[src/hw/conv_data_pkg.sv]
package conv_data_pkg;

	// one signed feature value
	typedef logic signed [15:0] feat_t;

	// one signed weight value
	typedef logic signed [15:0] wgt_t;

	// feature times weight
	typedef logic signed [31:0] prod_t;

	// accumulated kernel sum, also the final result
	typedef logic signed [31:0] sum_t;

	// BN coefficient A or B
	typedef logic signed [31:0] bn_coef_t;

	// BN memory word {B, A}
	typedef logic [63:0] bn_word_t;

	// A times sum before the shift
	localparam int BN_PROD_W = 64;

endpackage
[src/hw/bn_param_ram.sv]
`timescale 1ns/1ps

module bn_param_ram
	import conv_data_pkg::*;
#(
	parameter int ATOMIC_K = 4,
	localparam int KW = (ATOMIC_K > 1) ? $clog2(ATOMIC_K) : 1
)(
	input  logic          aclk,
	input  logic          wen_i,
	input  logic [KW-1:0] waddr_i,
	input  bn_word_t      wdata_i,
	input  logic          ren_i,
	input  logic [KW-1:0] raddr_i,
	output bn_word_t      rdata_o
);
	bn_word_t mem [ATOMIC_K]; // one {B, A} pair per kernel

	always_ff @(posedge aclk)
	begin
		if (wen_i)
			mem[waddr_i] <= wdata_i;
	end

	always_ff @(posedge aclk)
	begin
		if (ren_i)
			rdata_o <= mem[raddr_i]; // holds while ren low
	end

endmodule

[config.mk]
export PLATFORM = sky130hd
export DESIGN_NAME = bn_param_ram
export DESIGN_NICKNAME = d
export VERILOG_FILES = /design/src/hw/conv_data_pkg.sv /design/src/hw/bn_param_ram.sv
export SDC_FILE = /design/constraint.sdc
export NUM_CORES = 1
export LEC_CHECK = 0
export BUFFER_PORTS_ARGS = -buffer_cell sky130_fd_sc_hd__buf_4
export CAP_MARGIN = 20
export CORE_MARGIN = 3
export CORE_UTILIZATION = 45
export CTS_BUF_LIST = sky130_fd_sc_hd__clkbuf_16
export DETAILED_ROUTE_END_ITERATION = 10
export GPL_TIMING_DRIVEN = 0
export REMOVE_ABC_BUFFERS = 1
export SLEW_MARGIN = 20
export SYNTH_ARGS = -nofsm -noshare
export SYNTH_HDL_FRONTEND = slang
export SYNTH_SLANG_ARGS = --single-unit
export TNS_END_PERCENT = 100
[constraint.sdc]
create_clock -name aclk -period 9.3 [get_ports aclk]
set_clock_uncertainty 0.2 [all_clocks]
set_input_delay 0.465 -clock aclk [delete_from_list [all_inputs] [get_ports aclk]]
set_output_delay 0.465 -clock aclk [all_outputs]
set_load 0.01 [all_outputs]
==> results.md <==
* Die height at 164.2 um
* Antenna violations before repair at 0
* Num CTS Buffers at 34
* Seq/Total Area, Yosys at 0.8531
* Synth Register Bits at 320
* Post-cts resize count at 0
* Sequential Power Share at 0.543
* Final HPWL DP at 10.84 mm
* Mapped Cells at 402
* Avg Cell Area, Syn at 28.02 um^2
* Kind of critical path: in -> reg
* Number of flops mapped to enable cells by yosys at 320
* Fin crit share at 0.2041
* CTS tree: built
* Cell area after synthesis at 11,260 um^2
* FP Rows at 57
* Worst r2r src: mem[1][1]$_DFFE_PP_
* Synth area leader: edfxtp_1
* Leakage at 4.956 nW
* Vias per cell at 5.070
* Arrival time of the worst setup path at 1.90 ns
* P per Cell Area at 217.4 nW/um^2
* Top cell type's share of synthesized area at 0.8531
* Max H-tree Level at 2
* Yosys cell types at 10
* CP required at 9.30 ns
* Highest Clock Rate at 526.9 MHz
* DR iter-0 viols at 307
* Full die area at 26,960 um^2
* Placement Setup Slack at 6.830 ns
* Share of layout cells above drive strength 1 at 0.3891
* Vias in the first global route at 5,467
* Worst skew pair latency at 0.49 ns
* Slew @ Worst Pin at 1.035 ns
* WL/cell at 20.15 um
* GP Congestion at 0.6598
* Setup Buffers After CTS at 0
* Area Growth Syn to Fin at 27.67%
* Root Driver: clkbuf_16
* Routed WL at 19.79 mm
* Hold Path Class: in -> reg
* Worst Hold Depth at 2
* RSZ-0062 raised after global routing: no
* Most instantiated cells after synthesis: edfxtp_1, mux4_2, buf_12, buf_2, mux4_1
* Detailed Routing Iterations Pass 1 at 4
* Chip width at 164.2 um
* Reg-to-reg slack, setup at 7.96 ns
* Critical path launch point type: input pin
* Post-DRT Antenna Nets at 0
* Slew headroom at 0.3103
* Switching share of power at 0.1942
* Number of synthesis warnings at 0
* Clock power frac at 0.394
* Clock Sinks at 320
* Initial Util at 0.4604
* Peak supply drop at 0.1627 mV
* Hold wc startpoint: waddr_i[0]
* Sequential cell area at 9609 um^2
* Global-route usage over all layers at 0.1526
* Via count at 4,979
* Power Internal at 2.520 mW
* Most numerous cell in the Yosys netlist: edfxtp_1
* N_diodes at 0
* Multi-input gate area at 1505 um^2
* # fillers at 1,748
* R2R cell count at 1
* P_sw at 0.6071 mW
* Setup TNS at 0 ns
* Overall Power at 3.127 mW
* GR Overflow Total at 0
* Layout Nets at 707
* CP Capture Type: register
* Status: finished clean
* First-pass GRT wire length at 30.76 mm
* Combinational group share of total power at 0.063
* Final Hold Viols at 0
* Crit path max fanout at 8
* FF-to-FF End: rdata_o[1]$_DFFE_PP_
* Num ports at 135
* Top FF cell, synth: edfxtp_1
* Hold EP: mem[0][39]$_DFFE_PP_
* CORE AREA at 24,460 um^2
* Largest net degree at the start of global routing at 65
* Max cap viols at 0
* DRC viols at 0
* PortBufs at 134
* Final setup fails at 0
* Worst Slack Setup Final at 7.402 ns
* Clock buffer depth at 3
* Slew Limit Fails at 0
* Synth top area cells: edfxtp_1, mux4_2, buf_12
* Post-CTS Hold Fix Bufs at 64
* Asr flop ratio synth at 0
* Final min period at 1.898 ns
* Worst-path clk slew at 0.06 ns
cell families after synthesis:
group,synth area share
muxes,0.1293
DFF,0.8531
buffers and inverters,0.01477
and+or+nand+nor,0.002778
per-stage QoR:
| step | cell area [um^2] | utilization | hold slack, ns | instances |
|---|---|---|---|---|
| after floorplan | 11100 | - | 0.3639 | 388 |
| after global placement | 12510 | 0.5113 | 0.3984 | 846 |
| after detailed placement | 12710 | 0.5197 | 0.4054 | 860 |
| after CTS | 14380 | 0.5878 | 0.1411 | 982 |
| after global routing | 14380 | 0.5878 | 0.1417 | 982 |
| final | 14380 | 0.5878 | 0.1560 | 982 |
critical path, cell delays in order:
cell and delay (ns):
buf_4 0.13, nor3b_2 0.54, buf_6 0.23, buf_6 0.16
buf_4 0.17, buf_4 0.18
routing by layer:
metal	vias to the layer above	share of wire	GRT usage	routed length, um
li1	2219	-	-	-
met1	2585	0.42	0.2002	8227
met2	140	0.50	0.2557	9968
met3	35	0.061	0.03682	1213
met4	0	0.019	0.04537	383
met5	-	0	0	0
cell usage in the layout, fill, tap and decap left out:
cell and count:
and3_4 1, and3b_4 2, buf_12 4, buf_16 1, buf_4 140, buf_6 3, bufinv_16 2, clkbuf_16 35
clkinv_1 8, clkinv_2 6, dlygate4sd3_1 64, edfxtp_1 320, inv_1 6, inv_6 1, mux4_1 4, mux4_2 60
nor3b_2 1
power by group through the flow:
stage | Clock, mW | Combinational (mW) | Sequential (mW)
CTS | 1.27 | 0.201 | 1.70
global route | 1.33 | 0.213 | 1.70
finish | 1.23 | 0.197 | 1.70
floorplan | 0 | 0.0570 | 1.74
detailed placement | 0 | 0.179 | 1.73
global placement | 0 | 0.166 | 1.73
flip-flops by register name, summed over array words and instances (netlist names):
| name | flops |
|---|---|
| mem | 256 |
| rdata_o | 64 |
worst max path at each step:
stage | start | end | slack, ns
6_report | waddr_i[1] | mem[0][53]$_DFFE_PP_ | 7.40
5_1_grt | waddr_i[1] | mem[0][53]$_DFFE_PP_ | 7.30
4_1_cts | waddr_i[1] | mem[0][53]$_DFFE_PP_ | 7.34
3_5_place_dp | waddr_i[1] | mem[0][53]$_DFFE_PP_ | 6.83
3_3_place_gp | waddr_i[0] | mem[0][11]$_DFFE_PP_ | -0.92
2_1_floorplan | waddr_i[1] | mem[0][0]$_DFFE_PP_ | 3.35
final cells by class:
cell class / count / area share
clock buffers: 35 / 0.06091
multi-input cells: 68 / 0.1047
repair buffers: 212 / 0.1275
flip-flops and latches: 320 / 0.6682
well taps: 324 / 0.02819
clock inverters: 23 / 0.01053
(Power assumes the default switching activity.)
