--- config.mk ---
export PLATFORM = sky130hd
export DESIGN_NAME = conv_blk_ctrl
export DESIGN_NICKNAME = d
export VERILOG_FILES = /design/src/hw/conv_ctrl_pkg.sv /design/src/hw/conv_blk_ctrl.sv
export SDC_FILE = /design/constraint.sdc
export NUM_CORES = 1
export LEC_CHECK = 0
export BUFFER_PORTS_ARGS = -buffer_cell sky130_fd_sc_hd__buf_2
export CAP_MARGIN = 5
export CORE_ASPECT_RATIO = 1.75
export CORE_MARGIN = 10
export CORE_UTILIZATION = 52
export DETAILED_ROUTE_END_ITERATION = 10
export PLACE_DENSITY_LB_ADDON = 0.05
export SETUP_SLACK_MARGIN = 0.05
export SLEW_MARGIN = 20
export SYNTH_ARGS = -nofsm -noshare
export SYNTH_HDL_FRONTEND = slang
export SYNTH_SLANG_ARGS = --single-unit
--- constraint.sdc ---
create_clock -name aclk -period 2.04 [get_ports aclk]
set_clock_uncertainty 0.2 [all_clocks]
set_input_delay 0.612 -clock aclk [delete_from_list [all_inputs] [get_ports aclk]]
set_output_delay 0.612 -clock aclk [all_outputs]
set_load 0.02 [all_outputs]
--- src/hw/conv_ctrl_pkg.sv ---
package conv_ctrl_pkg;

	// block control states
	typedef enum logic [1:0] {
		IDLE  = 2'd0,
		RUN   = 2'd1,
		DRAIN = 2'd2 // all beats in, waiting for results
	} blk_state_e;

	// channel group index or count
	typedef logic [7:0] cgrp_cnt_t;

	// output point count
	typedef logic [15:0] point_cnt_t;

	// BN fixed-point shift
	typedef logic [4:0] accrc_t;

endpackage

--- src/hw/conv_blk_ctrl.sv ---
`timescale 1ns/1ps

module conv_blk_ctrl
	import conv_ctrl_pkg::*;
(
	input  logic       aclk,
	input  logic       reset_i,
	input  logic       blk_start_i,
	input  cgrp_cnt_t  cgrp_n_i,
	input  point_cnt_t point_n_i,
	input  logic       fmap_valid_i,
	input  logic       mac_in_ready_i,
	input  logic       point_done_i,
	output logic       blk_idle_o,
	output logic       blk_done_o,
	output logic       wgt_load_en_o,
	output logic       fmap_ready_o,
	output logic       beat_take_o,
	output logic       grp_first_o,
	output logic       grp_last_o,
	output cgrp_cnt_t  cgrp_idx_o
);
	blk_state_e state;
	cgrp_cnt_t  cgrp_n_r;
	cgrp_cnt_t  cgrp_cnt; // group within current input point
	point_cnt_t point_n_r;
	point_cnt_t in_pt_cnt; // points fed to the array
	point_cnt_t out_pt_cnt; // points fully written out
	logic       done_r;

	assign fmap_ready_o  = (state == RUN) && mac_in_ready_i;
	assign beat_take_o   = fmap_ready_o && fmap_valid_i;
	assign grp_first_o   = (cgrp_cnt == '0);
	assign grp_last_o    = (cgrp_cnt == cgrp_n_r);
	assign cgrp_idx_o    = cgrp_cnt;
	assign wgt_load_en_o = (state == IDLE); // weights only change between runs
	assign blk_idle_o    = (state == IDLE);
	assign blk_done_o    = done_r;

	always_ff @(posedge aclk)
	begin
		if (reset_i)
		begin
			state      <= IDLE;
			cgrp_n_r   <= '0;
			point_n_r  <= '0;
			cgrp_cnt   <= '0;
			in_pt_cnt  <= '0;
			out_pt_cnt <= '0;
			done_r     <= 1'b0;
		end
		else
		begin
			done_r <= 1'b0;
			unique case (state)
				IDLE:
				begin
					if (blk_start_i)
					begin
						cgrp_n_r   <= cgrp_n_i;
						point_n_r  <= point_n_i;
						cgrp_cnt   <= '0;
						in_pt_cnt  <= '0;
						out_pt_cnt <= '0;
						state      <= RUN;
					end
				end
				RUN:
				begin
					if (beat_take_o && grp_last_o && in_pt_cnt == point_n_r)
						state <= DRAIN; // last feature beat in
				end
				DRAIN:
				begin
				end
				default:
				begin
					state <= IDLE;
				end
			endcase

			if (beat_take_o)
			begin
				if (grp_last_o)
				begin
					cgrp_cnt  <= '0;
					in_pt_cnt <= in_pt_cnt + 1'b1;
				end
				else
					cgrp_cnt <= cgrp_cnt + 1'b1;
			end

			// output side, final point ends the run
			if (point_done_i && state != IDLE)
			begin
				out_pt_cnt <= out_pt_cnt + 1'b1;
				if (out_pt_cnt == point_n_r)
				begin
					state  <= IDLE;
					done_r <= 1'b1;
				end
			end
		end
	end

endmodule

==> impl_metrics.yaml <==
worst_setup_path:
  crit_arrival_ns: 1.66
  end_kind: "output port"
  cp_data_required_time_ns: 1.23
  crit_fanout: 2
  cp-start-kind: "register"
  path_class: "register to output port"
  r2r_slack_ns: -0.13
  reg2reg_from: "cgrp_idx_o[1]$_SDFFE_PP0P_"
  critPathLaunch: "cgrp_idx_o[1]$_SDFFE_PP0P_"
synthesis:
  ys_async_sr_fraction_pct: 0
  yosys_warnings: 0
  synth.distinct_cells: 47
  netlist_area_um2: 3430
  ys.flop_type: "dfxtp_1"
  ys_seq_elements: 67
  synth_edf_count: 0
  synth_nets: 466
  postSynthAreaPerCell_um2: 7.94
  seq_area_frac_synth_pct: 39.1
  syn_inst: 432
clock_network:
  cts_made_buffers: 9
  clkTransAtPathRegs_ns: 0.06
  clock-sinks: 67
  clk_latency_ns: 0.35
  clk_path_buf_depth: 2
  cts_max_level: 3
  cts_tree: "done"
  cts_root_buffer: "clkbuf_16"
  postCtsHoldBufs: 0
route:
  drt-total-wl_um: 10200
  antenna_left: 0
  firstDrtPassIters: 5
  drc_errors: 0
  drt_iter0_markers: 191
  wire_per_inst_um: 16.5
  dr_total_vias: 3470
  avgViaCountPerCell: 5.62
sta:
  slew_headroom_pct: 76.5
  layout_setup_ws_ns: -0.430
  setup_viol: 18
  rsz0062_at_grt: "yes"
  hold_viol_final: 0
  tightestPinTransition_ns: 0.351
  period_minus_slack_ns: 2.47
  fmax_mhz: 405
  report.final.slew_viol_count: 0
  finalSetupTns_ns: -1.50
  finalCritPeriodShare_pct: 121
outcome:
  violations: "setup timing"
  status: "finished with violations"
global_route:
  grt_max_degree: 18
  antenna_found_initial: 0
  grt_pass1_wl_um: 16500
  globalRouteOverflowTotal: 0
  grt_pass1_vias: 3465
  grt_usage_pct: 20.3
placed_design:
  port_buffers: 44
  post-dp-hpwl_um: 7610
  gp_congestion: 0.879
die:
  start_util_pct: 52.8
  dieWidth_um: 81.4
  core-area_um2: 6490
  io_pins: 45
  die_h_um: 127
  num_rows: 39
  die_area_um2: 10400
final_layout:
  area_delta_synth_final_pct: 38.2
  multiInputGateArea_um2: 2180
  diodes: 0
  seq_area_um2: 1360
  finalNetCount: 564
  drive_gt1_share_pct: 32.7
  n_fill_cell: 538
hold_path:
  hp-class: "register to register"
  min_from: "cgrp_n_r[4]$_SDFFE_PP0P_"
flow_run:
  drv_cap: 0
power:
  ir_drop_uv: 599
  power_density_nw_per_um2: 718
  p_leak_nw: 2.08
  p_total_mw: 3.40
[critical path, cell delays in order (launching register included)]
cell,delay [ns]
dfxtp_2,0.32
inv_2,0.06
ha_4,0.12
or4b_4,0.46
nor4_4,0.16
buf_4,0.19
[placed cells by master, fill, tap and decap left out, drive strengths merged, types with 9 or more instances in the layout]
cell	instances
buf	110
nand2	78
dfxtp	67
a21oi	40
xor2	32
nor2	25
nand3	23
o21ai	18
nor4	15
clkbuf	11
xnor2	11
nor3	10
or3	9
inv	9
[per-stage QoR]
| step | setup slack [ns] | cell area, µm² | utilization (%) | hold slack (ns) | cells |
|---|---|---|---|---|---|
| 6_report | -0.430 | 4740 | 73.0 | 0.274 | 617 |
| 5_1_grt | -0.461 | 4740 | 73.0 | 0.304 | 617 |
| 4_1_cts | -0.395 | 4650 | 71.7 | 0.277 | 615 |
| 3_5_place_dp | -0.256 | 4080 | 62.9 | 0.267 | 588 |
| 3_3_place_gp | -0.232 | 4080 | 62.9 | 0.258 | 588 |
| 2_1_floorplan | -0.199 | 3470 | - | 0.250 | 432 |
[layer usage]
layer	up-vias	track usage (%)	share of wire (%)
li1	1724	-	-
met1	1623	19.2	35
met2	88	38.2	57
met3	35	4.71	3.6
met4	0	10.4	4.0
met5	-	0	0
[cells in the mapped netlist, types with 4 or more instances]
cell | number | share of area, %
inv_1 | 9 | 0.99
xor2_1 | 32 | 8.2
o21ai_0 | 17 | 2.5
nor3b_1 | 4 | 0.88
clkbuf_1 | 18 | 2.0
a21o_1 | 4 | 0.88
nor2_1 | 25 | 2.7
dfxtp_1 | 67 | 39
nand4_1 | 8 | 1.5
nor3_1 | 10 | 1.5
ha_1 | 4 | 1.5
xnor2_1 | 11 | 2.8
and3_1 | 8 | 1.5
a21oi_1 | 40 | 5.8
nand3_1 | 23 | 3.4
nor4_1 | 15 | 2.7
a311oi_1 | 7 | 1.8
nand2_1 | 77 | 8.4
or3_1 | 9 | 1.6
[sequential cells by signal, summed over array words and instances, names as in the netlist]
| register | flops |
|---|---|
| cgrp_idx_o | 8 |
| in_pt_cnt | 16 |
| blk_done_o | 1 |
| cgrp_n_r | 8 |
| point_n_r | 16 |
| state | 2 |
| out_pt_cnt | 16 |
[final cells by class]
cell class	count	share of cell area, %
sequential	67	28.6
inverter	9	0.766
tap	82	2.17
clock buffer	11	5.12
timing repair buffer	110	16.3
clock inverter	5	1.11
multi-input combinational	333	45.9
[power by group]
group | internal (mW) | total, mW | switching [mW]
registers | 1.34 | 1.38 | 0.0389
logic | 0.213 | 0.461 | 0.249
clock network | 0.972 | 1.56 | 0.585
total | 2.53 | 3.40 | 0.873
[repair_timing]
item,in CTS,in global routing
pin swaps,23,10
resized for setup,49,15
endpoints found under the setup margin,19,33
buffers inserted,11,3
cloned,0,0
[kinds of logic (layout without fill, tap and decap cells)]
group	after synthesis	after routing	share of synthesized area [%]
multiplexers	5	5	1.53
flip-flops	67	67	39.1
XOR/XNOR	43	43	11.0
adder cells (fa/ha/maj)	4	4	1.46
AO/OA/AOI/OAI	88	88	15.5
AND/OR/NAND/NOR	193	193	27.5
buffers and inverters	32	135	3.94
[path summary, 6_finish.rpt]
check                                           endpoint  cells after the start
worst max-delay path                         grp_first_o                      5
worst min-delay path            cgrp_n_r[4]$_SDFFE_PP0P_                      2
worst max register to register   in_pt_cnt[9]$_SDFF_PP0_                      8
worst min register to register  cgrp_n_r[4]$_SDFFE_PP0P_                      2
(Power assumes the default switching activity.)
