$ cat config.mk
export PLATFORM = sky130hd
export DESIGN_NAME = bn_proc
export DESIGN_NICKNAME = d
export VERILOG_FILES = /design/src/hw/conv_ctrl_pkg.sv /design/src/hw/conv_data_pkg.sv /design/src/hw/bn_proc.sv
export SDC_FILE = /design/constraint.sdc
export NUM_CORES = 2
export LEC_CHECK = 0
export BUFFER_PORTS_ARGS = -buffer_cell sky130_fd_sc_hd__buf_4
export CORE_ASPECT_RATIO = 1.2
export CORE_MARGIN = 2
export CORE_UTILIZATION = 35
export DETAILED_ROUTE_END_ITERATION = 7
export GPL_ROUTABILITY_DRIVEN = 0
export PLACE_DENSITY = 0.51
export SYNTH_ARGS = -nofsm -noshare
export SYNTH_HDL_FRONTEND = slang
export SYNTH_SLANG_ARGS = --single-unit
export TNS_END_PERCENT = 20
$ cat constraint.sdc
create_clock -name aclk -period 27.1 [get_ports aclk]
set_input_delay 4.065 -clock aclk [delete_from_list [all_inputs] [get_ports aclk]]
set_output_delay 4.065 -clock aclk [all_outputs]
set_load 0.005 [all_outputs]
$ cat src/hw/conv_ctrl_pkg.sv
package conv_ctrl_pkg;

	// block control states
	typedef enum logic [1:0] {
		IDLE  = 2'd0,
		RUN   = 2'd1,
		DRAIN = 2'd2 // all beats in, waiting for results
	} blk_state_e;

	// channel group index or count
	typedef logic [7:0] cgrp_cnt_t;

	// output point count
	typedef logic [15:0] point_cnt_t;

	// BN fixed-point shift
	typedef logic [4:0] accrc_t;

endpackage

$ cat src/hw/conv_data_pkg.sv
package conv_data_pkg;

	// one signed feature value
	typedef logic signed [15:0] feat_t;

	// one signed weight value
	typedef logic signed [15:0] wgt_t;

	// feature times weight
	typedef logic signed [31:0] prod_t;

	// accumulated kernel sum, also the final result
	typedef logic signed [31:0] sum_t;

	// BN coefficient A or B
	typedef logic signed [31:0] bn_coef_t;

	// BN memory word {B, A}
	typedef logic [63:0] bn_word_t;

	// A times sum before the shift
	localparam int BN_PROD_W = 64;

endpackage
$ cat src/hw/bn_proc.sv
`timescale 1ns/1ps

module bn_proc
	import conv_data_pkg::*;
	import conv_ctrl_pkg::*;
#(
	parameter int ATOMIC_K = 4,
	localparam int KW = (ATOMIC_K > 1) ? $clog2(ATOMIC_K) : 1
)(
	input  logic                aclk,
	input  logic                reset_i,
	input  logic                blk_start_i,
	input  sum_t [ATOMIC_K-1:0] sums_i,
	input  logic                sums_valid_i,
	input  accrc_t              bn_accrc_i,
	input  logic                bn_is_a_eq_1_i,
	input  logic                bn_is_b_eq_0_i,
	input  bn_word_t            bn_rd_data_i,
	input  logic                res_ready_i,
	output logic                sums_ready_o,
	output logic                bn_rd_en_o,
	output logic [KW-1:0]       bn_rd_addr_o,
	output sum_t                res_data_o,
	output logic [KW-1:0]       res_kidx_o,
	output logic                res_last_o,
	output logic                res_valid_o,
	output logic                point_done_o
);
	sum_t [ATOMIC_K-1:0]         sums_r;
	logic                        busy; // stepping through sums_r
	logic [KW-1:0]               kidx;
	logic                        is_last_k;
	logic                        adv;
	accrc_t                      accrc_r;
	logic                        a_eq_1_r;
	logic                        b_eq_0_r;
	logic                        r_vld;
	sum_t                        r_val;
	logic [KW-1:0]               r_kidx;
	logic [2:0]                  m_vld;
	sum_t [2:0]                  m_val;
	bn_coef_t [2:0]              m_b;
	logic [2:0][KW-1:0]          m_kidx;
	bn_coef_t                    coef_a;
	bn_coef_t                    coef_b;
	logic signed [BN_PROD_W-1:0] prod_1;
	logic signed [BN_PROD_W-1:0] prod_2;
	logic signed [BN_PROD_W-1:0] prod_3;
	logic signed [BN_PROD_W-1:0] shifted;
	sum_t                        scaled;

	assign adv          = !res_valid_o || res_ready_i; // frozen by output back-pressure
	assign is_last_k    = (kidx == KW'(ATOMIC_K - 1));
	assign sums_ready_o = adv && (!busy || is_last_k);
	assign bn_rd_en_o   = adv && busy;
	assign bn_rd_addr_o = kidx;
	assign point_done_o = res_valid_o && res_ready_i && res_last_o;

	assign coef_a  = bn_rd_data_i[31:0];
	assign coef_b  = bn_rd_data_i[63:32];
	assign shifted = prod_3 >>> accrc_r;
	assign scaled  = a_eq_1_r ? m_val[2] : sum_t'(shifted[31:0]);

	always_ff @(posedge aclk)
	begin
		if (reset_i)
		begin
			busy        <= 1'b0;
			kidx        <= '0;
			r_vld       <= 1'b0;
			m_vld       <= '0;
			res_valid_o <= 1'b0;
			accrc_r     <= '0;
			a_eq_1_r    <= 1'b0;
			b_eq_0_r    <= 1'b0;
		end
		else
		begin
			if (blk_start_i)
			begin
				accrc_r  <= bn_accrc_i;
				a_eq_1_r <= bn_is_a_eq_1_i;
				b_eq_0_r <= bn_is_b_eq_0_i;
			end
			if (adv)
			begin
				if (busy)
					kidx <= is_last_k ? '0 : kidx + 1'b1;
				if (sums_valid_i && sums_ready_o)
					busy <= 1'b1;
				else if (is_last_k)
					busy <= 1'b0;
				r_vld       <= busy;
				m_vld       <= {m_vld[1:0], r_vld};
				res_valid_o <= m_vld[2];
			end
		end
	end

	always_ff @(posedge aclk)
	begin
		if (sums_valid_i && sums_ready_o)
			sums_r <= sums_i;
		if (adv)
		begin
			r_val  <= sums_r[kidx];
			r_kidx <= kidx;

			// rd data belongs to the kernel in the read stage
			prod_1 <= coef_a * r_val;
			prod_2 <= prod_1;
			prod_3 <= prod_2;
			m_val  <= {m_val[1:0], r_val};
			m_b    <= {m_b[1:0], coef_b};
			m_kidx <= {m_kidx[1:0], r_kidx};

			res_data_o <= b_eq_0_r ? scaled : scaled + m_b[2];
			res_kidx_o <= m_kidx[2];
			res_last_o <= (m_kidx[2] == KW'(ATOMIC_K - 1));
		end
	end

endmodule

==> impl_metrics.ini <==
[die]
initial_standard_cell_utilization_of_the_core = 0.3511
overall_die_width_um = 381.1
placeableCoreArea_um2 = 170100
design.portCount = 245
number_of_cell_rows = 166
die_area_um2 = 174000
floorplan.die.height_um = 456.5

[hold_path]
worstHoldPathType = reg2reg
min_delay_worst_endpoint = m_b[92]
min_from = m_b[60]
min_delay_path_depth = 0

[sta]
final-hold-violation-count = 0
fmax_mhz = 85.93
grt_setup_unrepaired = false
layout_worst_path_cycle_share = 0.4294
timing.final.crit_period_ns = 11.64
max_slew_margin = 0.2792
setup_violations = 0
tightest_slew_ns = 1.081
setup_tns_ns = 0
finClkSkew_ns = 0.07134
finalMaxSlewViolations = 0
timing.final.ws_setup_ns = 15.46

[setup_path]
start_kind = primary input
cp.required_ns = 27.51
crit-reg2reg-capture = prod_1[58]
critical_path.max_fanout = 33
timing_worst_setup_path_type = in2reg
critical_path.reg2reg.startpoint = r_val[5]
timing.critical_path.arrival_ns = 12.05
endpoint_kind = flip-flop
timing.reg2reg.setup_slack_ns = 18.32
timing.reg2reg.worst_path_depth = 27

[clock_network]
clk_transition_reported_paths_ns = 0.06
hold_buffers = 0
tritoncts = yes
clk_latency_ns = 0.71
post-cts-setup-buffers = 0
clock-sinks = 599
clock-root-buffer = sky130_fd_sc_hd__clkbuf_16
cts_max_level = 3
ctsLongestPathBuffers = 3
tritoncts.num_buffers = 70
ctsResizeCount = 0

[global_route]
grtUsageMet1 = 0.2505
antenna_violations_before_repair = 11
groute.usage.overall = 0.1880
first_global_vias = 41310
global_route_wire_length_before_repair_um = 248900
globalRoute.busiestLayer = met2
overflow = 0
grt_max_degree = 140
global_route.usage.met2 = 0.3163
groute.layer.met3.usage = 0.03045

[detailed_routing]
drtAntennaViolNets = 0
first_pass_iters = 5
drt_first_iter_violations = 2266
vias_post_dr = 37320
detail_route.wl_per_cell_um = 20.90
number_of_design_rule_violations_left_after_detail_routing = 0
avgViaCountPerCell = 4.887
routed_wirelength_um = 159600

[job]
max_cap_viol_count = 0

[status]
run_status = finished, final reports clean

[logic_synthesis]
synth_largest_type_area_fraction = 0.3600
synth_nets = 6707
ys.warnings.count = 0
synth.area.top_cells = sky130_fd_sc_hd__fa_1 36%, sky130_fd_sc_hd__edfxtp_1 29%, sky130_fd_sc_hd__inv_1 6.0%
mappedNetlistArea_um2 = 59730
sequential_fraction_of_the_synthesis_area = 0.2986
distinct_cell_type_count_after_synthesis = 79
number_of_synthesized_flops_with_an_enable_pin = 584
syn_inst = 5215
yosys.area.top_type = sky130_fd_sc_hd__fa_1
synthesis.area_per_instance_um2 = 11.45
ys_ff_latch = 599
synthArstFlopShare = 0
synthMostInstantiatedCell = sky130_fd_sc_hd__fa_1
synthTopCellsByCount = 1074 x sky130_fd_sc_hd__fa_1, 954 x sky130_fd_sc_hd__inv_1, 662 x sky130_fd_sc_hd__nand2_1, 584 x sky130_fd_sc_hd__edfxtp_1, 521 x sky130_fd_sc_hd__and2_1
synth-main-ff-cell = sky130_fd_sc_hd__edfxtp_1

[place]
port-buffer-count = 244
dp_hpwl_um = 117000
preCtsSetupSlack_ns = 14.65

[final_layout]
multi_input_area_um2 = 37250
proportion_of_layout_cells_with_a_drive_suffix_above_1 = 0.09918
layout.area.seq_um2 = 17850
final_net_count = 6801
layout-area-overhead-vs-synth_pct = 10.56
layout.core_utilization = 0.3882
fillCellCount = 16504
-- cell type report --
cell class | instances | share of cell area
Antenna cell | 5 | 0.0001895
Clock buffer | 86 | 0.02744
Clock inverter | 41 | 0.007162
Inverter | 957 | 0.05451
Multi-Input combinational cell | 3389 | 0.5641
Sequential cell | 599 | 0.2702
Tap cell | 2268 | 0.04297
Timing Repair Buffer | 292 | 0.03339
-- metal layers --
layer  part of all wire  vias up
met3              0.055      240
met2               0.49     1047
li1                   -    16492
met5           0.000081        -
met4              0.028        2
met1               0.43    19539
-- state kept, by name (all words and copies together), names as in the netlist --
name / count
prod_2: 63
r_kidx: 2
r_val: 32
res_kidx_o: 2
res_data_o: 32
bn_rd_addr_o: 2
prod_3: 63
a_eq_1_r: 1
prod_1: 63
r_vld: 1
busy: 1
b_eq_0_r: 1
res_valid_o: 1
m_val: 96
m_kidx: 6
m_b: 96
accrc_r: 5
sums_r: 128
m_vld: 3
res_last_o: 1
-- layout by cell type (no fill, tap or decap), drive strengths merged, types with 10 or more instances in the layout --
cell    instances
a211oi         22
a21o           55
a21oi         128
and2          521
and3           10
buf           292
clkbuf         86
clkinv         29
dfxtp          15
edfxtp        584
fa           1074
ha            214
inv           962
mux2           37
mux2i          59
mux4           69
nand2         662
nand2b         21
nand3          21
nand4          14
nor2           94
nor2b          40
nor3           25
o211ai         16
o21a           16
o21ai          98
o21bai         14
o31ai          16
xnor2          62
xor2           30
-- worst max-delay path, cell delays in order --
cell and delay (ns):
sky130_fd_sc_hd__buf_4 0.31, sky130_fd_sc_hd__nand2_1 0.20, sky130_fd_sc_hd__inv_1 0.14, sky130_fd_sc_hd__fa_1 0.39, sky130_fd_sc_hd__inv_1 0.24, sky130_fd_sc_hd__fa_1 0.50
sky130_fd_sc_hd__inv_1 0.21, sky130_fd_sc_hd__fa_1 0.50, sky130_fd_sc_hd__fa_1 1.06, sky130_fd_sc_hd__inv_1 0.37, sky130_fd_sc_hd__fa_1 0.57, sky130_fd_sc_hd__inv_1 0.06
sky130_fd_sc_hd__fa_1 0.52, sky130_fd_sc_hd__inv_1 0.04, sky130_fd_sc_hd__fa_1 0.47, sky130_fd_sc_hd__inv_1 0.05, sky130_fd_sc_hd__fa_1 0.45, sky130_fd_sc_hd__ha_1 0.37
sky130_fd_sc_hd__a21oi_1 0.18, sky130_fd_sc_hd__nor2b_1 0.05, sky130_fd_sc_hd__o21ai_0 0.17, sky130_fd_sc_hd__nand2b_1 0.09, sky130_fd_sc_hd__a21o_1 0.18, sky130_fd_sc_hd__a21oi_1 0.15
sky130_fd_sc_hd__o31a_1 0.32, sky130_fd_sc_hd__a21oi_1 0.17, sky130_fd_sc_hd__xor2_1 0.17
-- worst max path at each step --
stage | depth (start not counted) | endpoint | slack, ns | start
CTS | 27 | prod_1[58] | 15.43 | bn_rd_data_i[31]
floorplan | 5 | bn_rd_en_o | 8.43 | res_ready_i
detailed placement | 27 | prod_1[58] | 14.65 | bn_rd_data_i[31]
finish | 27 | prod_1[58] | 15.46 | bn_rd_data_i[31]
global placement | 27 | prod_1[58] | 14.76 | bn_rd_data_i[31]
global route | 27 | prod_1[58] | 14.94 | bn_rd_data_i[31]
-- cell families after synthesis --
| kind of cell | after synthesis | share of synthesized area |
|---|---|---|
| buf+inv | 1227 | 0.07770 |
| xor+xnor | 92 | 0.01349 |
| fa+ha+maj | 1288 | 0.4048 |
| mux | 165 | 0.04288 |
| compound gates | 414 | 0.04471 |
| simple gates | 1430 | 0.1178 |
| flops | 599 | 0.2986 |
-- stage by stage --
step,area [um2],hold WS [ns],cells
after floorplan,59730,0.4003,5215
after global placement,63740,0.4012,7505
after detailed placement,63740,0.4045,7505
after CTS,66020,0.3727,7632
after global routing,66020,0.3845,7632
final,66040,0.3737,7637
Power is left out: the tool's default activity adds up to more than one toggle a clock period on the data nets, which glitch-free logic cannot reach.
