## config.mk

```make
export PLATFORM = sky130hd
export DESIGN_NAME = kwgt_buf
export DESIGN_NICKNAME = d
export VERILOG_FILES = /design/src/hw/conv_ctrl_pkg.sv /design/src/hw/conv_data_pkg.sv /design/src/hw/kwgt_buf.sv
export SDC_FILE = /design/constraint.sdc
export NUM_CORES = 1
export LEC_CHECK = 0
export BUFFER_PORTS_ARGS = -buffer_cell sky130_fd_sc_hd__buf_2
export CORE_MARGIN = 2
export CORE_UTILIZATION = 50
export DETAILED_ROUTE_END_ITERATION = 8
export PLACE_DENSITY = 0.67
export SKIP_LAST_GASP = 1
export SYNTH_ARGS = -nofsm -noshare
export SYNTH_HDL_FRONTEND = slang
export SYNTH_SLANG_ARGS = --single-unit
```

## constraint.sdc

```tcl
create_clock -name aclk -period 10.6 [get_ports aclk]
set_input_delay 0.53 -clock aclk [delete_from_list [all_inputs] [get_ports aclk]]
set_output_delay 0.53 -clock aclk [all_outputs]
set_load 0.02 [all_outputs]
```

## src/hw/conv_ctrl_pkg.sv

```systemverilog
package conv_ctrl_pkg;

	// block control states
	typedef enum logic [1:0] {
		IDLE  = 2'd0,
		RUN   = 2'd1,
		DRAIN = 2'd2 // all beats in, waiting for results
	} blk_state_e;

	// channel group index or count
	typedef logic [7:0] cgrp_cnt_t;

	// output point count
	typedef logic [15:0] point_cnt_t;

	// BN fixed-point shift
	typedef logic [4:0] accrc_t;

endpackage

```

## src/hw/conv_data_pkg.sv

```systemverilog
package conv_data_pkg;

	// one signed feature value
	typedef logic signed [15:0] feat_t;

	// one signed weight value
	typedef logic signed [15:0] wgt_t;

	// feature times weight
	typedef logic signed [31:0] prod_t;

	// accumulated kernel sum, also the final result
	typedef logic signed [31:0] sum_t;

	// BN coefficient A or B
	typedef logic signed [31:0] bn_coef_t;

	// BN memory word {B, A}
	typedef logic [63:0] bn_word_t;

	// A times sum before the shift
	localparam int BN_PROD_W = 64;

endpackage
```

## src/hw/kwgt_buf.sv

```systemverilog
`timescale 1ns/1ps

module kwgt_buf
	import conv_data_pkg::*;
	import conv_ctrl_pkg::*;
#(
	parameter int ATOMIC_K = 4,
	parameter int ATOMIC_C = 4,
	parameter int MAX_CGRP_N = 8
)(
	input  logic                              aclk,
	input  logic                              reset_i,
	input  logic                              wgt_load_en_i,
	input  wgt_t [ATOMIC_C-1:0]               kwgt_data_i,
	input  logic                              kwgt_last_i,
	input  logic                              kwgt_valid_i,
	input  cgrp_cnt_t                         cgrp_idx_i,
	output logic                              kwgt_ready_o,
	output wgt_t [ATOMIC_K-1:0][ATOMIC_C-1:0] grp_wgt_o
);
	localparam int ROW_N = MAX_CGRP_N * ATOMIC_K;
	localparam int PTR_W = (ROW_N > 1) ? $clog2(ROW_N) : 1;

	wgt_t [ATOMIC_C-1:0] wgt_mem [ROW_N]; // row = cgrp * ATOMIC_K + kernel
	logic [PTR_W-1:0]    wr_ptr;
	logic                wr_fire;

	assign kwgt_ready_o = wgt_load_en_i;
	assign wr_fire      = kwgt_valid_i && kwgt_ready_o;

	always_ff @(posedge aclk)
	begin
		if (reset_i)
			wr_ptr <= '0;
		else if (wr_fire)
		begin
			if (kwgt_last_i || wr_ptr == PTR_W'(ROW_N - 1))
				wr_ptr <= '0; // block end
			else
				wr_ptr <= wr_ptr + 1'b1;
		end
	end

	always_ff @(posedge aclk)
	begin
		if (wr_fire)
			wgt_mem[wr_ptr] <= kwgt_data_i;
	end

	// all kernels of the selected group at once
	always_comb
	begin
		for (int k = 0; k < ATOMIC_K; k++)
			grp_wgt_o[k] = wgt_mem[int'(cgrp_idx_i) * ATOMIC_K + k];
	end

endmodule

```

==> impl_metrics.json, run 1 <==
{
  "antenna_found_initial": 14,
  "final_cell_mix": "edfxtp_1 (2048), mux4_2 (512), buf_2 (325)",
  "leakage_nw": 27.9,
  "max_slew_margin_pct": 22.0,
  "buffer_ports.inserted": 328,
  "tightest_slew_ps": 1170,
  "cts_hold_buf": 2,
  "fmax_ghz": 0.224,
  "grt_pass1_vias": 34600,
  "setup_tns_ps": 0,
  "timing.final.crit_share_pct": 42.1,
  "drc": 0,
  "finalWirelength_um": 174000,
  "nFillCells": 11000,
  "netlist_area_sq_um": 77400,
  "grt_usage_pct": 22.1,
  "syn-num-nets": 3119,
  "htree_num_levels": 4,
  "cts_tree": "yes",
  "routed_via_density": 5.95,
  "final_common_cell": "edfxtp_1",
  "start_kind": "primary input",
  "via_count": 34000,
  "clk_pin_slew_ps": 60,
  "fp.coreArea_sq_um": 154000,
  "worstSkewPairLatency_ps": 820,
  "drtIter0Drc": 3097,
  "firstDrtPassIters": 5,
  "grt_remaining_overflow": 0,
  "row_count": 144,
  "syn2layout_area_growth_pct": 13.9,
  "ioPinCount": 334,
  "avgSynthCellArea_sq_um": 25.5,
  "post_cts_buffers": 0,
  "setup_viol": 0,
  "drtAntennaViolNets": 0,
  "cap_violations": 0,
  "crit_type": "in -> out",
  "power_mw": 16.9,
  "dieArea_sq_um": 158000,
  "drive_gt1_share_pct": 40.9,
  "hold_viol": 0,
  "cts_resized": 0,
  "worstPathArrival_ps": 3930,
  "wl_per_cell_um": 30.5,
  "end_kind": "output pin",
  "grt_start_max_net_pins": 104,
  "cts_buffer_depth": 3,
  "path_max_fanout": 93,
  "skew_ps": 46.6,
  "numClockSinks": 2053,
  "crit_required_ps": 10070,
  "final-max-slew-violation-count": 0,
  "nets": 3583,
  "initial_core_util_pct": 50.3,
  "cts_made_buffers": 200,
  "die_y_um": 397,
  "synth_seq_cells": 2053,
  "power.density_nw_per_um2": 192,
  "instances_no_fill": 5712,
  "cts-root-buf": "clkbuf_16",
  "grt_setup_unrepaired": "no",
  "yosys_warnings": 0,
  "peakVddDrop_mv": 0.149,
  "grt_pass1_wl_um": 247000,
  "hold_path_class": "in -> reg",
  "syn_inst": 3037,
  "post-place-cells": 5341,
  "gp_congestion": 0.716,
  "synth_cell_types": 26,
  "ys_seq_area_share_pct": 79.6,
  "status": "complete, no violations",
  "hpwl_um": 94000,
  "period_needed_ps": 4460,
  "die_x_um": 397
}
-- power by group --
group / internal [mW] / switching, mW / leakage (nW)
Sequential: 8.94 / 0.00366 / 18.5
Clock: 4.13 / 3.03 / 3.27
Combinational: 0.312 / 0.498 / 6.12
-- state kept, by name, indices dropped and copies added, names as in the netlist --
| register | flops |
|---|---|
| wgt_mem | 2048 |
| wr_ptr | 5 |
-- routing by layer --
metal | vias to the layer above | GRT usage, % | routed length (um)
li1 | 14000 | - | -
met1 | 18600 | 31.4 | 73000
met2 | 1129 | 35.8 | 86400
met3 | 217 | 4.21 | 11100
met4 | 2 | 5.46 | 3530
met5 | - | 0 | 13
-- kinds of logic after synthesis --
family                     share of synthesized area (%)
AOI/OAI and AO/OA                                 0.0566
adders and majority gates                         0.0808
and+or+nand+nor                                    0.335
buffers and inverters                               1.32
muxes                                               18.6
DFF                                                 79.6
-- final timing paths --
kind	from	endpoint	slack (ps)	cells after the start
setup / recovery	cgrp_idx_i[1]	grp_wgt_o[59]	6140	6
hold reg to reg	wr_ptr[3]	wr_ptr[3]	630	2
hold / removal	kwgt_data_i[17]	wgt_mem[21][17]	170	1
setup reg to reg	wr_ptr[0]	wgt_mem[3][22]	6870	5
-- synthesized netlist by cell type (all sizes together) --
| cell | instances | area (sq um) |
|---|---|---|
| or3b | 3 | 26.3 |
| nor3 | 1 | 5.00 |
| clkbuf | 39 | 146 |
| inv | 2 | 7.51 |
| edfxtp | 2048 | 61500 |
| mux2 | 256 | 2880 |
| a22oi | 2 | 15.0 |
| nand3b | 3 | 22.5 |
| o21ai | 2 | 10.0 |
| ha | 5 | 62.6 |
| nor2 | 36 | 135 |
| or3 | 1 | 6.26 |
| mux4 | 512 | 11500 |
| and4bb | 1 | 12.5 |
| and3 | 1 | 6.26 |
| nand3 | 6 | 30.0 |
| or4 | 1 | 7.51 |
| buf | 107 | 867 |
| a311oi | 1 | 8.76 |
| mux2i | 1 | 10.0 |
| a21oi | 2 | 10.0 |
| nand2 | 2 | 7.51 |
| dfxtp | 5 | 100 |
-- critical path, stage by stage --
cell	delay, ps
buf_8	520
buf_12	610
buf_4	820
mux4_2	600
mux2_2	370
buf_2	190
-- per-stage QoR --
| step | setup slack (ps) | util [%] | instance area (sq um) | hold slack [ps] |
|---|---|---|---|---|
| floorplan | 6390 | - | 77400 | 526 |
| global placement | 6070 | 53.0 | 81500 | 600 |
| detailed placement | 6070 | 53.0 | 81500 | 597 |
| CTS | 6040 | 57.3 | 88200 | 114 |
| global route | 5830 | 57.3 | 88200 | 158 |
| finish | 6140 | 57.3 | 88200 | 166 |
-- cell type report --
type / count / area [sq um] / area share [%]
Tap cell: 2044 / 2560 / 2.90
Inverter: 2 / 7.51 / 0.00851
Clock buffer: 228 / 5170 / 5.87
Timing Repair Buffer: 408 / 2300 / 2.61
Multi-Input combinational cell: 836 / 15000 / 17.0
Clock inverter: 139 / 1500 / 1.70
Sequential cell: 2053 / 61600 / 69.9
Antenna cell: 2 / 5.00 / 0.00568
Power figures use the tool's default switching activity.
==> inputs of run 2 (changes only) <==
--- a/config.mk
+++ b/config.mk
@@ -9,7 +9,7 @@
 export CORE_MARGIN = 2
 export CORE_UTILIZATION = 50
 export DETAILED_ROUTE_END_ITERATION = 8
-export PLACE_DENSITY = 0.67
+export PLACE_DENSITY = 0.69
 export SKIP_LAST_GASP = 1
 export SYNTH_ARGS = -nofsm -noshare
 export SYNTH_HDL_FRONTEND = slang
==> constraint.sdc (replaced) <==
create_clock -name aclk -period 4.1 [get_ports aclk]
set_input_delay 0.205 -clock aclk [delete_from_list [all_inputs] [get_ports aclk]]
set_output_delay 0.205 -clock aclk [all_outputs]
set_load 0.02 [all_outputs]
==> impl_metrics.json, run 2 (synthesis results as in run 1) <==
{
  "status": "complete, no violations",
  "initial_core_util_pct": 50.3,
  "fin_util_pct": 58.0,
  "ioPinCount": 334,
  "setup_viol": 0,
  "instances_no_fill": 5798,
  "hpwl_um": 93400,
  "die_y_um": 397,
  "worstPathArrival_ps": 3230,
  "finalWirelength_um": 174000,
  "r2r-end": "wgt_mem[18][56]",
  "drive_gt1_share_pct": 40.1,
  "drc": 0,
  "peakVddDrop_mv": 0.418,
  "top_register": "wgt_mem",
  "cts_tree": "yes",
  "tightest_slew_ps": 976,
  "final-max-slew-violation-count": 0,
  "dieArea_sq_um": 158000,
  "grt_pass1_vias": 35200,
  "firstDrtPassIters": 7,
  "grt_setup_unrepaired": "no",
  "comb_power_share_pct": 5.1,
  "slowest_delay_ps": 730,
  "path_max_fanout": 28,
  "drtAntennaViolNets": 0,
  "reg2reg_slack_ps": 1370,
  "grt_start_max_net_pins": 78,
  "buffer_ports.inserted": 328,
  "power_mw": 42.8,
  "seqPwrFrac_pct": 54.1,
  "numClockSinks": 2053,
  "cts_buffer_depth": 3,
  "fp.coreArea_sq_um": 154000,
  "cts-root-buf": "clkbuf_16",
  "reg2reg_from": "wr_ptr[0]",
  "diodes": 0,
  "crit_required_ps": 4600,
  "path_buf_inv": 2,
  "reg2regPathDepth": 5,
  "clock_power_share_pct": 40.8,
  "leakage_nw": 28.2,
  "row_count": 144,
  "final_common_cell": "edfxtp_1",
  "power.density_nw_per_um2": 479,
  "crit_type": "reg -> reg",
  "grt_remaining_overflow": 0,
  "p_int_mw": 33.8,
  "worstSkewPairLatency_ps": 850,
  "grt_pass1_wl_um": 248000,
  "cts_made_buffers": 198,
  "design_area_sq_um": 89300,
  "critPathTopFamily": "simple AND/OR/NAND/NOR gates",
  "reg_top3": "wgt_mem (2048), wr_ptr (5)",
  "die_x_um": 397,
  "min_delay_worst_endpoint": "wr_ptr[3]",
  "start_kind": "flop",
  "switchingPower_mw": 8.98,
  "grt_usage_pct": 22.1,
  "cp_cell_sequence": "inv_1 > ha_1 > nand3_1 > nor2_4 > buf_12",
  "clk_pin_slew_ps": 60,
  "htree_num_levels": 4,
  "min_from": "wgt_load_en_i",
  "hold_path_class": "in -> reg",
  "fmax_ghz": 0.366,
  "routed_via_density": 5.96,
  "drtIter0Drc": 3365,
  "final_cell_mix": "edfxtp_1 (2048), mux4_2 (512), buf_2 (325)",
  "hold_viol": 0,
  "hold_depth": 4,
  "syn2layout_area_growth_pct": 15.3,
  "skew_ps": 35.7,
  "cts_resized": 0,
  "post-place-cells": 5371,
  "swShare_pct": 21.0,
  "gp_congestion": 0.730,
  "wl_per_cell_um": 30.0,
  "largest_register_ffs": 2048,
  "end_kind": "flop",
  "timing.final.crit_share_pct": 66.6,
  "post_dp_cell_area_sq_um": 82300,
  "max_slew_margin_pct": 34.9,
  "cp_slowest_cell": "nor2_4",
  "antenna_found_initial": 9,
  "nets": 3680,
  "period_needed_ps": 2730,
  "cap_violations": 0,
  "via_count": 34600
}
==> run 2: changes by cell type in the layout (fill, tap and decap cells not counted), sizes merged <==
cell	previous run	this run
inv	12	8
clkinv	102	86
diode	2	0
bufinv	25	12
buf	406	436
clkbuf	228	248
clkinvlp	2	4
dlygate4sd3	2	71
==> run 2: power by group through the flow <==
stage | sequential (mW) | combinational, mW | clock, mW
floorplan | 23.6 | 1.30 | 0
CTS | 23.1 | 2.23 | 17.8
detailed placement | 23.6 | 2.17 | 0
global route | 23.1 | 2.33 | 18.6
global placement | 23.6 | 2.14 | 0
finish | 23.1 | 2.18 | 17.5
==> run 2: stage by stage <==
step / hold WS [ps] / worst slack [ps] / TNS, ps
floorplan: 274 / -109 / -27980
global placement: 443 / 1400 / 0
detailed placement: 446 / 1360 / 0
CTS: 13.6 / 1330 / 0
global route: 74.9 / 1220 / 0
finish: 95.1 / 1370 / 0
==> run 2: how the worst max path moves through the flow <==
stage               startpoint               to  slack (ps)  depth (start not counted)
floorplan            wr_ptr[4]   wgt_mem[16][0]        -110                          3
detailed placement   wr_ptr[0]   wgt_mem[16][1]        1360                          5
finish               wr_ptr[0]  wgt_mem[18][56]        1370                          5
global route         wr_ptr[0]   wgt_mem[16][3]        1220                          5
CTS                  wr_ptr[0]  wgt_mem[16][18]        1330                          5
global placement     wr_ptr[0]   wgt_mem[16][1]        1400                          5
==> run 2: layer usage <==
| layer | vias to the layer above | routed length [um] | global-route usage, % |
|---|---|---|---|
| li1 | 14200 | - | - |
| met1 | 18800 | 71400 | 31.1 |
| met2 | 1282 | 87100 | 36.1 |
| met3 | 220 | 11700 | 3.91 |
| met4 | 4 | 3450 | 5.64 |
| met5 | - | 27 | 0 |
==> run 2: what timing repair did <==
action | CTS | global route
hold endpoints to repair | 2053 | 0
hold buffers | 71 | 0
setup buffers | 0 | 0
==> run 2: final cells by class <==
| type | instances | area (sq um) |
|---|---|---|
| clock buffer | 248 | 5210 |
| clock inverter | 108 | 1050 |
| multi-input combinational | 836 | 15000 |
| sequential | 2053 | 61600 |
| inverter | 2 | 7.51 |
| timing repair buffer | 507 | 3820 |
| fill | 10800 | 64600 |
| tap | 2044 | 2560 |
==> run 2: worst reg2reg max path, stage by stage (launching register included) <==
cell and delay, ps:
dfxtp_1 360, inv_1 130, ha_1 160, nand3_1 620
nor2_4 730, buf_12 300
